==> config.mk <==
export PLATFORM = sky130hd
export DESIGN_NAME = txn_mux_top
export DESIGN_NICKNAME = d
export VERILOG_FILES = /design/src/common/bus_pkg.sv /design/src/common/remap_pkg.sv /design/src/common/txn_if.sv /design/src/mux/port_arbiter.sv /design/src/remap/id_remap_table.sv /design/src/mux/rsp_router.sv /design/src/hdl/txn_mux_top.sv
export SDC_FILE = /design/constraint.sdc
export NUM_CORES = 1
export LEC_CHECK = 0
export ABC_AREA = 1
export BUFFER_PORTS_ARGS = -buffer_cell sky130_fd_sc_hd__buf_4
export CAP_MARGIN = 20
export CORE_AREA = 2 2 209 211
export CTS_CLUSTER_SIZE = 40
export DETAILED_ROUTE_END_ITERATION = 7
export DIE_AREA = 0 0 211 213
export PLACE_DENSITY = 0.43
export SLEW_MARGIN = 10
export SYNTH_ARGS = -nofsm -noshare
export SYNTH_HDL_FRONTEND = slang
export SYNTH_SLANG_ARGS = --single-unit
==> constraint.sdc <==
create_clock -name clk -period 4.92 [get_ports clk]
set_clock_uncertainty 0.2 [all_clocks]
set_input_delay 1.476 -clock clk [delete_from_list [all_inputs] [get_ports clk]]
set_output_delay 1.476 -clock clk [all_outputs]
set_load 0.005 [all_outputs]
==> src/common/bus_pkg.sv <==
// Bus widths and opcode encoding shared by the
// request and response channels of the transaction mux

package bus_pkg;

  ////////////////////////////////////////////////////////////////////////////
  // Channel widths
  ////////////////////////////////////////////////////////////////////////////

  localparam int unsigned AddrWidth = 32;
  localparam int unsigned DataWidth = 32;

  // Upstream transaction ID, restored on the way back
  localparam int unsigned UpIdWidth = 4;

  ////////////////////////////////////////////////////////////////////////////
  // Opcodes
  ////////////////////////////////////////////////////////////////////////////

  typedef enum logic [0:0] {
    op_read  = 1'b0,
    op_write = 1'b1
  } op_e;

endpackage

==> src/common/remap_pkg.sv <==
// Slot state and record type of the ID remap table

package remap_pkg;

  import bus_pkg::*;

  typedef enum logic {
    slot_free = 1'b0,
    slot_busy = 1'b1
  } slot_state_e;

  // Origin of an outstanding transaction
  // Port field covers up to 256 upstream ports
  typedef struct packed {
    logic [7:0]           port;
    logic [UpIdWidth-1:0] id;
  } slot_rec_t;

endpackage

==> src/common/txn_if.sv <==
// Request and response channel interfaces used between the mux blocks
`timescale 1ns/1ps

interface req_if import bus_pkg::*; #(
  parameter int unsigned NumPorts = 4
);

  localparam int unsigned PortWidth = (NumPorts > 1) ? $clog2(NumPorts) : 1;

  logic                 valid;
  logic                 ready;
  logic [PortWidth-1:0] port;
  logic [UpIdWidth-1:0] id;
  logic [AddrWidth-1:0] addr;
  logic [DataWidth-1:0] data;
  op_e                  op;

  modport src (output valid, port, id, addr, data, op, input ready);
  modport dst (input valid, port, id, addr, data, op, output ready);

endinterface

// Response back towards the upstream side, tagged with the origin port
interface rsp_if import bus_pkg::*; #(
  parameter int unsigned NumPorts = 4
);

  localparam int unsigned PortWidth = (NumPorts > 1) ? $clog2(NumPorts) : 1;

  logic                 valid;
  logic                 ready;
  logic [PortWidth-1:0] port;
  logic [UpIdWidth-1:0] id;
  logic [DataWidth-1:0] data;

  modport src (output valid, port, id, data, input ready);
  modport dst (input valid, port, id, data, output ready);

endinterface

==> src/mux/port_arbiter.sv <==
// Round-robin arbiter over the upstream request ports
`timescale 1ns/1ps

module port_arbiter import bus_pkg::*; #(
  parameter int unsigned NumPorts = 4
) (
  input  logic                                clk,
  input  logic                                rst_n_i,
  input  logic [NumPorts-1:0]                 up_req_valid_i,
  output logic [NumPorts-1:0]                 up_req_ready_o,
  input  logic [NumPorts-1:0][UpIdWidth-1:0]  up_req_id_i,
  input  logic [NumPorts-1:0][AddrWidth-1:0]  up_req_addr_i,
  input  logic [NumPorts-1:0][DataWidth-1:0]  up_req_data_i,
  input  op_e  [NumPorts-1:0]                 up_req_op_i,
  req_if.src                                  req_o
);

  localparam int unsigned PortWidth = (NumPorts > 1) ? $clog2(NumPorts) : 1;

  logic [PortWidth-1:0] rr_ptr_q;
  logic [PortWidth-1:0] grant_idx;
  logic                 grant_valid;
  logic                 xfer;

  ////////////////////////////////////////////////////////////////////////////
  // Grant selection
  ////////////////////////////////////////////////////////////////////////////

  // First valid port at or after the pointer, wrapping around
  always_comb begin
    int unsigned idx;
    grant_valid = 1'b0;
    grant_idx   = '0;
    for (int unsigned i = 0; i < NumPorts; i++) begin
      idx = rr_ptr_q + i;
      if (idx >= NumPorts) begin
        idx = idx - NumPorts;
      end
      if (!grant_valid && up_req_valid_i[idx]) begin
        grant_valid = 1'b1;
        grant_idx   = PortWidth'(idx);
      end
    end
  end

  assign req_o.valid = grant_valid;
  assign req_o.port  = grant_idx;
  assign req_o.id    = up_req_id_i[grant_idx];
  assign req_o.addr  = up_req_addr_i[grant_idx];
  assign req_o.data  = up_req_data_i[grant_idx];
  assign req_o.op    = up_req_op_i[grant_idx];

  // Ready goes back to the granted port only
  always_comb begin
    up_req_ready_o            = '0;
    up_req_ready_o[grant_idx] = grant_valid & req_o.ready;
  end

  assign xfer = req_o.valid & req_o.ready;

  ////////////////////////////////////////////////////////////////////////////
  // Round-robin pointer
  ////////////////////////////////////////////////////////////////////////////

  always_ff @(posedge clk or negedge rst_n_i) begin
    if (!rst_n_i) begin
      rr_ptr_q <= '0;
    end else if (xfer) begin
      if (int'(grant_idx) == NumPorts - 1) begin
        rr_ptr_q <= '0;
      end else begin
        rr_ptr_q <= grant_idx + 1'b1;
      end
    end
  end

  // Never more than one port sees its request taken
  assert property (@(posedge clk) disable iff (!rst_n_i)
    $onehot0(up_req_ready_o))
    else $error("port_arbiter: more than one upstream ready");

endmodule

==> src/remap/id_remap_table.sv <==
// ID remap table: slot allocation, downstream request register
// and restoration of origin port and ID on responses
`timescale 1ns/1ps

module id_remap_table import bus_pkg::*; import remap_pkg::*; #(
  parameter  int unsigned NumPorts  = 4,
  parameter  int unsigned MaxTxns   = 4,
  localparam int unsigned DnIdWidth = (MaxTxns > 1) ? $clog2(MaxTxns) : 1
) (
  input  logic                 clk,
  input  logic                 rst_n_i,
  // Downstream request
  output logic                 dn_req_valid_o,
  input  logic                 dn_req_ready_i,
  output logic [DnIdWidth-1:0] dn_req_id_o,
  output logic [AddrWidth-1:0] dn_req_addr_o,
  output logic [DataWidth-1:0] dn_req_data_o,
  output op_e                  dn_req_op_o,
  // Downstream response
  input  logic                 dn_rsp_valid_i,
  output logic                 dn_rsp_ready_o,
  input  logic [DnIdWidth-1:0] dn_rsp_id_i,
  input  logic [DataWidth-1:0] dn_rsp_data_i,
  req_if.dst                   req_i,
  rsp_if.src                   rsp_o
);

  localparam int unsigned PortWidth = (NumPorts > 1) ? $clog2(NumPorts) : 1;

  slot_state_e          slot_state_q [MaxTxns];
  slot_rec_t            slot_rec_q   [MaxTxns];
  slot_rec_t            rsp_rec;
  logic                 any_free;
  logic [DnIdWidth-1:0] free_idx;
  logic                 req_accept;
  logic                 rsp_done;

  logic                 dn_req_valid_q;
  logic [DnIdWidth-1:0] dn_req_id_q;
  logic [AddrWidth-1:0] dn_req_addr_q;
  logic [DataWidth-1:0] dn_req_data_q;
  op_e                  dn_req_op_q;

  ////////////////////////////////////////////////////////////////////////////
  // Slot allocation
  ////////////////////////////////////////////////////////////////////////////

  // Lowest free slot wins, hence the downward scan
  always_comb begin
    any_free = 1'b0;
    free_idx = '0;
    for (int i = MaxTxns - 1; i >= 0; i--) begin
      if (slot_state_q[i] == slot_free) begin
        any_free = 1'b1;
        free_idx = DnIdWidth'(i);
      end
    end
  end

  assign req_i.ready = any_free & (~dn_req_valid_q | dn_req_ready_i);
  assign req_accept  = req_i.valid & req_i.ready;
  assign rsp_done    = dn_rsp_valid_i & rsp_o.ready;

  always_ff @(posedge clk or negedge rst_n_i) begin
    if (!rst_n_i) begin
      for (int i = 0; i < MaxTxns; i++) begin
        slot_state_q[i] <= slot_free;
      end
    end else begin
      for (int i = 0; i < MaxTxns; i++) begin
        if (rsp_done && dn_rsp_id_i == DnIdWidth'(i)) begin
          slot_state_q[i] <= slot_free;
        end
        if (req_accept && free_idx == DnIdWidth'(i)) begin
          slot_state_q[i] <= slot_busy;
        end
      end
    end
  end

  always_ff @(posedge clk) begin
    if (req_accept) begin
      slot_rec_q[free_idx].port <= 8'(req_i.port);
      slot_rec_q[free_idx].id   <= req_i.id;
    end
  end

  ////////////////////////////////////////////////////////////////////////////
  // Downstream request register
  ////////////////////////////////////////////////////////////////////////////

  always_ff @(posedge clk or negedge rst_n_i) begin
    if (!rst_n_i) begin
      dn_req_valid_q <= 1'b0;
    end else if (req_accept) begin
      dn_req_valid_q <= 1'b1;
    end else if (dn_req_ready_i) begin
      dn_req_valid_q <= 1'b0;
    end
  end

  always_ff @(posedge clk) begin
    if (req_accept) begin
      dn_req_id_q   <= free_idx;
      dn_req_addr_q <= req_i.addr;
      dn_req_data_q <= req_i.data;
      dn_req_op_q   <= req_i.op;
    end
  end

  assign dn_req_valid_o = dn_req_valid_q;
  assign dn_req_id_o    = dn_req_id_q;
  assign dn_req_addr_o  = dn_req_addr_q;
  assign dn_req_data_o  = dn_req_data_q;
  assign dn_req_op_o    = dn_req_op_q;

  // Response lookup, original port and ID go back with the data
  assign rsp_rec        = slot_rec_q[dn_rsp_id_i];
  assign rsp_o.valid    = dn_rsp_valid_i;
  assign rsp_o.port     = rsp_rec.port[PortWidth-1:0];
  assign rsp_o.id       = rsp_rec.id;
  assign rsp_o.data     = dn_rsp_data_i;
  assign dn_rsp_ready_o = rsp_o.ready;

  assert property (@(posedge clk) disable iff (!rst_n_i)
    dn_rsp_valid_i |-> slot_state_q[dn_rsp_id_i] == slot_busy)
    else $error("id_remap_table: response for a free slot");

  assert property (@(posedge clk) disable iff (!rst_n_i)
    dn_req_valid_o && !dn_req_ready_i |=> dn_req_valid_o &&
      $stable({dn_req_id_o, dn_req_addr_o, dn_req_data_o, dn_req_op_o}))
    else $error("id_remap_table: request changed under back-pressure");

endmodule

==> src/mux/rsp_router.sv <==
// One-entry response register steering responses to their origin port
`timescale 1ns/1ps

module rsp_router import bus_pkg::*; #(
  parameter int unsigned NumPorts = 4
) (
  input  logic                                clk,
  input  logic                                rst_n_i,
  output logic [NumPorts-1:0]                 up_rsp_valid_o,
  input  logic [NumPorts-1:0]                 up_rsp_ready_i,
  output logic [NumPorts-1:0][UpIdWidth-1:0]  up_rsp_id_o,
  output logic [NumPorts-1:0][DataWidth-1:0]  up_rsp_data_o,
  rsp_if.dst                                  rsp_i
);

  localparam int unsigned PortWidth = (NumPorts > 1) ? $clog2(NumPorts) : 1;

  logic                 rsp_valid_q;
  logic [PortWidth-1:0] rsp_port_q;
  logic [UpIdWidth-1:0] rsp_id_q;
  logic [DataWidth-1:0] rsp_data_q;
  logic                 taken;

  assign taken       = rsp_valid_q & up_rsp_ready_i[rsp_port_q];
  assign rsp_i.ready = ~rsp_valid_q | taken;

  always_ff @(posedge clk or negedge rst_n_i) begin
    if (!rst_n_i) begin
      rsp_valid_q <= 1'b0;
    end else if (rsp_i.ready) begin
      rsp_valid_q <= rsp_i.valid;
    end
  end

  always_ff @(posedge clk) begin
    if (rsp_i.valid && rsp_i.ready) begin
      rsp_port_q <= rsp_i.port;
      rsp_id_q   <= rsp_i.id;
      rsp_data_q <= rsp_i.data;
    end
  end

  // Only the origin port sees valid
  always_comb begin
    for (int p = 0; p < NumPorts; p++) begin
      up_rsp_valid_o[p] = rsp_valid_q && (rsp_port_q == PortWidth'(p));
      up_rsp_id_o[p]    = rsp_id_q;
      up_rsp_data_o[p]  = rsp_data_q;
    end
  end

  assert property (@(posedge clk) disable iff (!rst_n_i)
    $onehot0(up_rsp_valid_o))
    else $error("rsp_router: more than one upstream response valid");

endmodule

==> src/hdl/txn_mux_top.sv <==
// Transaction mux top level: arbiter, ID remap table and response router
`timescale 1ns/1ps

module txn_mux_top import bus_pkg::*; #(
  parameter  int unsigned NumPorts  = 4,
  parameter  int unsigned MaxTxns   = 4,
  localparam int unsigned DnIdWidth = (MaxTxns > 1) ? $clog2(MaxTxns) : 1
) (
  input  logic                                clk,
  input  logic                                rst_n_i,
  // Upstream requests
  input  logic [NumPorts-1:0]                 up_req_valid_i,
  output logic [NumPorts-1:0]                 up_req_ready_o,
  input  logic [NumPorts-1:0][UpIdWidth-1:0]  up_req_id_i,
  input  logic [NumPorts-1:0][AddrWidth-1:0]  up_req_addr_i,
  input  logic [NumPorts-1:0][DataWidth-1:0]  up_req_data_i,
  input  op_e  [NumPorts-1:0]                 up_req_op_i,
  // Upstream responses
  output logic [NumPorts-1:0]                 up_rsp_valid_o,
  input  logic [NumPorts-1:0]                 up_rsp_ready_i,
  output logic [NumPorts-1:0][UpIdWidth-1:0]  up_rsp_id_o,
  output logic [NumPorts-1:0][DataWidth-1:0]  up_rsp_data_o,
  // Downstream request
  output logic                                dn_req_valid_o,
  input  logic                                dn_req_ready_i,
  output logic [DnIdWidth-1:0]                dn_req_id_o,
  output logic [AddrWidth-1:0]                dn_req_addr_o,
  output logic [DataWidth-1:0]                dn_req_data_o,
  output op_e                                 dn_req_op_o,
  // Downstream response
  input  logic                                dn_rsp_valid_i,
  output logic                                dn_rsp_ready_o,
  input  logic [DnIdWidth-1:0]                dn_rsp_id_i,
  input  logic [DataWidth-1:0]                dn_rsp_data_i
);

  req_if #(.NumPorts(NumPorts)) req_bus ();
  rsp_if #(.NumPorts(NumPorts)) rsp_bus ();

  port_arbiter #(
    .NumPorts ( NumPorts )
  ) port_arbiter_i (
    .clk            ( clk            ),
    .rst_n_i        ( rst_n_i        ),
    .up_req_valid_i ( up_req_valid_i ),
    .up_req_ready_o ( up_req_ready_o ),
    .up_req_id_i    ( up_req_id_i    ),
    .up_req_addr_i  ( up_req_addr_i  ),
    .up_req_data_i  ( up_req_data_i  ),
    .up_req_op_i    ( up_req_op_i    ),
    .req_o          ( req_bus.src    )
  );

  id_remap_table #(
    .NumPorts ( NumPorts ),
    .MaxTxns  ( MaxTxns  )
  ) id_remap_table_i (
    .clk            ( clk            ),
    .rst_n_i        ( rst_n_i        ),
    .dn_req_valid_o ( dn_req_valid_o ),
    .dn_req_ready_i ( dn_req_ready_i ),
    .dn_req_id_o    ( dn_req_id_o    ),
    .dn_req_addr_o  ( dn_req_addr_o  ),
    .dn_req_data_o  ( dn_req_data_o  ),
    .dn_req_op_o    ( dn_req_op_o    ),
    .dn_rsp_valid_i ( dn_rsp_valid_i ),
    .dn_rsp_ready_o ( dn_rsp_ready_o ),
    .dn_rsp_id_i    ( dn_rsp_id_i    ),
    .dn_rsp_data_i  ( dn_rsp_data_i  ),
    .req_i          ( req_bus.dst    ),
    .rsp_o          ( rsp_bus.src    )
  );

  rsp_router #(
    .NumPorts ( NumPorts )
  ) rsp_router_i (
    .clk            ( clk            ),
    .rst_n_i        ( rst_n_i        ),
    .up_rsp_valid_o ( up_rsp_valid_o ),
    .up_rsp_ready_i ( up_rsp_ready_i ),
    .up_rsp_id_o    ( up_rsp_id_o    ),
    .up_rsp_data_o  ( up_rsp_data_o  ),
    .rsp_i          ( rsp_bus.dst    )
  );

endmodule

After elaboration in Yosys (flattened, before gate mapping)
Memories as Yosys holds them, arrays and structs flattened. A register that Yosys moved wholly into a read port is not among the register bits.
Index checks and enable logic that the tools add are counted.
{"block": "word_totals", "regBits": 107, "mem_bits_rw": 24, "input_bits": 322, "out_inout_bits": 221, "wordCells": 132, "memories": 1}
{"block": "op_classes", "addsub": 8, "magnitude_cmp": 11, "n_eq_ne": 10, "n_mux": 53, "bitwise": 9, "n_reduce_logical": 28}
{"name": "id_remap_table_i.slot_rec_q", "words": 4, "word_bits": 6, "read_ports": 1, "rd_clocked_by_memory_dff": 1, "write_ports": 1, "line": "id_remap_table.sv:31", "text": "slot_rec_t slot_rec_q [MaxTxns];"}
{"operator": "32-bit two-way mux", "count": 6}
{"operator": "32-bit binary-select mux with 2-bit select", "count": 2}
{"operator": "32-bit by 3-bit less-than comparator with 1-bit output, second input constant", "count": 4}
{"operator": "32-bit by 3-bit greater-or-equal comparator with 1-bit output, second input constant", "count": 3}
{"operator": "32-bit by 3-bit subtractor with 32-bit output, second input constant", "count": 3}
{"operator": "1-bit two-way mux", "count": 27}
{"operator": "2-bit two-way mux", "count": 9}
{"operator": "1-bit logical AND", "count": 17}
{"operator": "2-bit == test, second input constant", "count": 7}
{"operator": "1-bit binary-select mux with 2-bit select", "count": 6}
{"operator": "2-bit nonzero test", "count": 5}
{"operator": "4-bit binary-select mux with 2-bit select", "count": 1}
{"operator": "2-bit by 2-bit adder with 3-bit output, second input constant", "count": 2}
{"operator": "2-bit by 1-bit == test with 1-bit output, second input constant", "count": 3}
{"operator": "2-bit logical NOT", "count": 3}
{"operator": "2-bit by 3-bit less-than comparator with 1-bit output, second input constant", "count": 2}
{"operator": "1-bit bitwise AND", "count": 4}
{"operator": "4-bit bitwise AND", "count": 1}
{"operator": "4-bit two-way mux", "count": 1}
{"operator": "2-bit by 3-bit subtractor with 4-bit output, second input constant", "count": 1}
{"operator": "2-bit by 1-bit adder with 3-bit output, second input constant", "count": 1}
{"operator": "2-bit by 3-bit greater-or-equal comparator with 1-bit output, second input constant", "count": 1}
{"operator": "1-bit logical NOT", "count": 3}
{"operator": "2-bit by 1-bit adder with 2-bit output, second input constant", "count": 1}
{"operator": "4 further kinds", "count": 6}

Longest topological paths before layout
{"block": "logic_depth", "ltp_word": 19, "depth_mapped": 16, "depth_no_buf": 14}

Modules after synthesis
Synthesis repeated with hierarchy kept, for this count alone.
{"block": "hier_totals", "hier_cells": 1131, "hier_area_um2": 8821.0}
{"mod": "id_remap_table", "instances": 1, "cells_each": 204, "area_per_inst_um2": 3474.6, "seq_area_each_um2": 2857.7}
{"mod": "port_arbiter", "instances": 1, "cells_each": 757, "area_per_inst_um2": 3258.1, "seq_area_each_um2": 50.0}
{"mod": "rsp_router", "instances": 1, "cells_each": 170, "area_per_inst_um2": 2088.3, "seq_area_each_um2": 1166.1}

Least setup slack after synthesis
OpenSTA, ideal clock, no wires.
{"block": "synth_path", "path_kind": "input to output", "startpoint": "input up_req_valid_i[3]", "endpoint": "output up_req_ready_o[3]", "arrival_time_ps": 2754, "t_required_ps": 3244, "setup_slack_ps": 490, "path_stages": 14, "n_path_buf": 2, "path_cell_list": "inv_1 -> nand2_1 -> nand3_1 -> nand2_2 -> nor2_4 -> nand3_1 -> nand2_2 -> nand2_2 -> buf_6 -> buf_6 -> inv_1 -> ha_1 -> inv_1 -> nor2_1"}
{"block": "synth_between", "elab_chain_cells": 17, "elab_cells_between_ends": 29, "cone_classes": "2 x order compare; 18 x mux; 2 x bitwise; 7 x reduce/logical"}
{"element": "start: declaration", "line": "txn_mux_top.sv:12", "text": "input logic [NumPorts-1:0] up_req_valid_i,"}
{"element": "1-bit binary-select mux with 2-bit select", "line": "port_arbiter.sv:39", "text": "if (!grant_valid && up_req_valid_i[idx]) begin"}
{"element": "1-bit two-way mux (not written as such)", "line": "port_arbiter.sv:39"}
{"element": "1-bit two-way mux", "line": "port_arbiter.sv:39"}
{"element": "1-bit logical NOT", "line": "port_arbiter.sv:39"}
{"element": "1-bit logical AND", "line": "port_arbiter.sv:39"}
{"element": "1-bit two-way mux", "line": "port_arbiter.sv:39"}
{"element": "1-bit logical NOT", "line": "port_arbiter.sv:39"}
{"element": "1-bit logical AND", "line": "port_arbiter.sv:39"}
{"element": "1-bit two-way mux", "line": "port_arbiter.sv:39"}
{"element": "1-bit logical NOT", "line": "port_arbiter.sv:39"}
{"element": "1-bit logical AND", "line": "port_arbiter.sv:39"}
{"element": "2-bit two-way mux", "line": "port_arbiter.sv:39"}
{"element": "2-bit by 3-bit less-than comparator with 1-bit output (not written as such) or 2-bit by 1-bit greater-or-equal comparator with 1-bit output (tied branches)", "line": "port_arbiter.sv:56", "text": "up_req_ready_o[grant_idx] = grant_valid & req_o.ready;"}
{"element": "1-bit logical AND (not written as such)", "line": "port_arbiter.sv:56"}
{"element": "1-bit two-way mux (not written as such)", "line": "port_arbiter.sv:56"}
{"element": "1-bit demux with 2-bit select"}
{"element": "4-bit bitwise AND (no line) *"}
{"element": "end: declaration", "line": "txn_mux_top.sv:13", "text": "output logic [NumPorts-1:0] up_req_ready_o,"}
Every way passes the cells marked *; elsewhere a longest branch is shown, timed or not. The select of a mux whose other input is x is not followed.

Worst setup path in the final report
Ends and elaborated chain as after synthesis.

==> results.tsv <==
metric	value	unit
top cells by count, synth	404 x nand2_1, 218 x nand3_1, 157 x inv_1	
Fmax	220.6	MHz
layout cell share with drive strength beyond 1	38.63	%
CTS Root Cell	clkbuf_16	
Synth Area per Inst	7.714	µm²
Synth area leader	edfxtp_1	
Critical Path Start Type	primary input	
Vias/cell	4.177	
setup violators final	0	
status	finished clean	
Post-synth ARST share	5.839	%
Max FO, Critical Path	5	
Clock Latency Late Sink	0.44	ns
Slew Limit Fails	0	
CTS max path bufs	2	
post-DP HPWL	28330	µm
# port buffers	542	
largest net degree at the start of global routing	84	
die area	0.04494	mm²
Min-Delay Path Class	reg2reg	
H-tree levels	4	
Top Layer Used	met4	
core box area	0.04270	mm²
metal2 WL	19170	µm
Routed met1 length	13910	µm
Post-synth EDFFs	129	
Place WS	0.3554	ns
CP endpoint kind	output port	
Filler Cells Inserted	4706	
die height	213	µm
post-cts sizing count	0	
# hold bufs at CTS	0	
first-pass iteration count of the detailed router	5	
Routed WL	37140	µm
global-route wire length before repair	53150	µm
post-route ant nets	0	
Initial Utilization	20.65	%
I/O pins	543	
top cells by area, synth	edfxtp_1 44%, nand2_1 17%, nand3_1 12%, buf_4 10%, inv_1 6.7%	
Worst Path Required	3.24	ns
Worst Max-Slew Pin Slew	1.013	ns
DR WL/cell	17.61	µm
post-synth top area share	43.93	%
Main synth FF type	edfxtp_1	
max_slew headroom	32.43	%
cells after synthesis	1143	
Final Critical Period	4.533	ns
total chip power	9.225	mW
DR vias	8809	
Hold Vio Cnt, Final	0	
Reg area	0.004074	mm²
Synth Net Count	1466	
initial detailed-routing violation count	347	
Global Route Usage Sum	16.13	%
number of max-cap violations	0	
CP Class	in2out	
CTS sink count	137	
Hold WS	0.3370	ns
Netlist Area Pre-Place	0.008817	mm²
Synth Warn #	0	
total CTS buffers	17	
RSZ-0062 raised after global routing	false	
final instance area	0.01307	mm²
period utilization	92.13	%
area growth from synthesis to layout	48.28	%
Setup TNS Final	0	ns
CTS tree	built	
multi-input logic area	0.002967	mm²
power density cells	705.6	mW/mm²
Peak VDD IR	0.5810	mV
grt total ovfl	0	
vias in the first global route	8466	
post-synthesis cell type count	27	
Leakage Power	6.948	nW
Worst-path clk slew	0.07	ns
Post-DP Area	0.01252	mm²
# nets final	1871	
# rows	76	
count leader, synth	nand2_1	
initial antenna violation count	1	
Post-route DRC	0	
#FFs+latches synth	137	
post-CTS setup buffers	0	
final worst setup slack	0.3873	ns
metal3 WL	3266	µm
sequential share of the synthesized area	46.20	%
data arrival time of the worst path	2.86	ns
Die Wd	211	µm
GPL Wtd Cong	0.7930	
routing by layer:
layer / vias to the layer above / GRT usage [%]
li1: 4333 / -
met1: 4058 / 17.64
met2: 384 / 29.08
met3: 34 / 5.383
met4: 0 / 5.634
met5: - / 0
sequential cells by signal (all words and copies together) (netlist names), 2 cells and up:
signal                          cells
id_remap_table_i.dn_req_addr_o     32
id_remap_table_i.slot_rec_q        24
rsp_router_i.rsp_port_q             2
port_arbiter_i.rr_ptr_q             2
id_remap_table_i.slot_state_q       4
id_remap_table_i.dn_req_id_o        2
rsp_router_i.rsp_id_q               4
rsp_router_i.rsp_data_q            32
id_remap_table_i.dn_req_data_o     32
cell families after synthesis:
group | synth area share (%)
buffers and inverters | 20.43
adder cells (fa/ha/maj) | 0.1419
flip-flops | 46.20
AO/OA/AOI/OAI | 1.717
AND/OR/NAND/NOR | 31.50
power by group:
part | leakage, nW | total, mW | switching [mW] | internal, mW
registers | 1.35 | 2.48 | 0.239 | 2.24
logic | 5.32 | 5.50 | 3.58 | 1.91
clock network | 0.279 | 1.25 | 0.583 | 0.664
critical path, cell delays in order:
cell and delay (ns):
buf_4 0.11, inv_1 0.06, nand2_1 0.06, nand3_1 0.14, nand2_2 0.09, nor2_4 0.14, nand3_1 0.12, nand2_4 0.10
nand2_4 0.07, inv_1 0.06, ha_1 0.13, inv_1 0.05, nor2_1 0.11, buf_4 0.13
cells in the final DEF (no fill, tap or decap):
cell type / n
clkinv_4: 2
clkbuf_16: 17
a22oi_1: 11
buf_12: 1
nor2_1: 12
edfxtp_1: 129
nor3_1: 4
inv_8: 3
nand3b_1: 2
nor3b_1: 1
nor3_2: 3
diode_2: 2
a31oi_1: 1
inv_2: 4
clkinv_1: 1
nor2_4: 1
nand2_2: 2
dfrtp_1: 8
o21ai_0: 6
a21oi_1: 1
nand3_4: 1
clkinv_2: 4
nand3_1: 218
nand2_1: 403
buf_4: 555
inv_6: 7
nand2_4: 3
ha_1: 1
inv_1: 155
nand4_1: 1
o21ai_1: 1
o31ai_1: 2
a211oi_1: 1
path summary, 6_finish.rpt:
check / from / endpoint / slack, ns / depth (start not counted)
min: id_remap_table_i.slot_rec_q[2][5] / rsp_router_i.rsp_port_q[1] / 0.34 / 2
min in group asynchronous: rst_n_i / rsp_router_i.rsp_valid_q / 0.65 / 1
max: up_req_valid_i[3] / up_req_ready_o[3] / 0.39 / 14
min reg2reg: id_remap_table_i.slot_rec_q[2][5] / rsp_router_i.rsp_port_q[1] / 0.34 / 2
max in group asynchronous: rst_n_i / port_arbiter_i.rr_ptr_q[0] / 3.71 / 1
max reg2reg: port_arbiter_i.rr_ptr_q[0] / id_remap_table_i.slot_rec_q[1][0] / 1.21 / 11
final cells by class:
type / count / share of cell area [%]
Tap cell: 546 / 5.225
Clock inverter: 15 / 0.9762
Multi-Input combinational cell: 675 / 22.69
Sequential cell: 137 / 31.16
Inverter: 161 / 4.632
Antenna cell: 2 / 0.03828
Timing Repair Buffer: 556 / 32.02
Clock buffer: 17 / 3.254
metrics by stage:
step,std cells,util (%)
6_report,2109,30.62
5_1_grt,2107,30.61
4_1_cts,2107,30.61
3_5_place_dp,2075,29.31
3_3_place_gp,2075,29.31
2_1_floorplan,1143,-
Note: power is estimated with default switching activity, not from simulation.
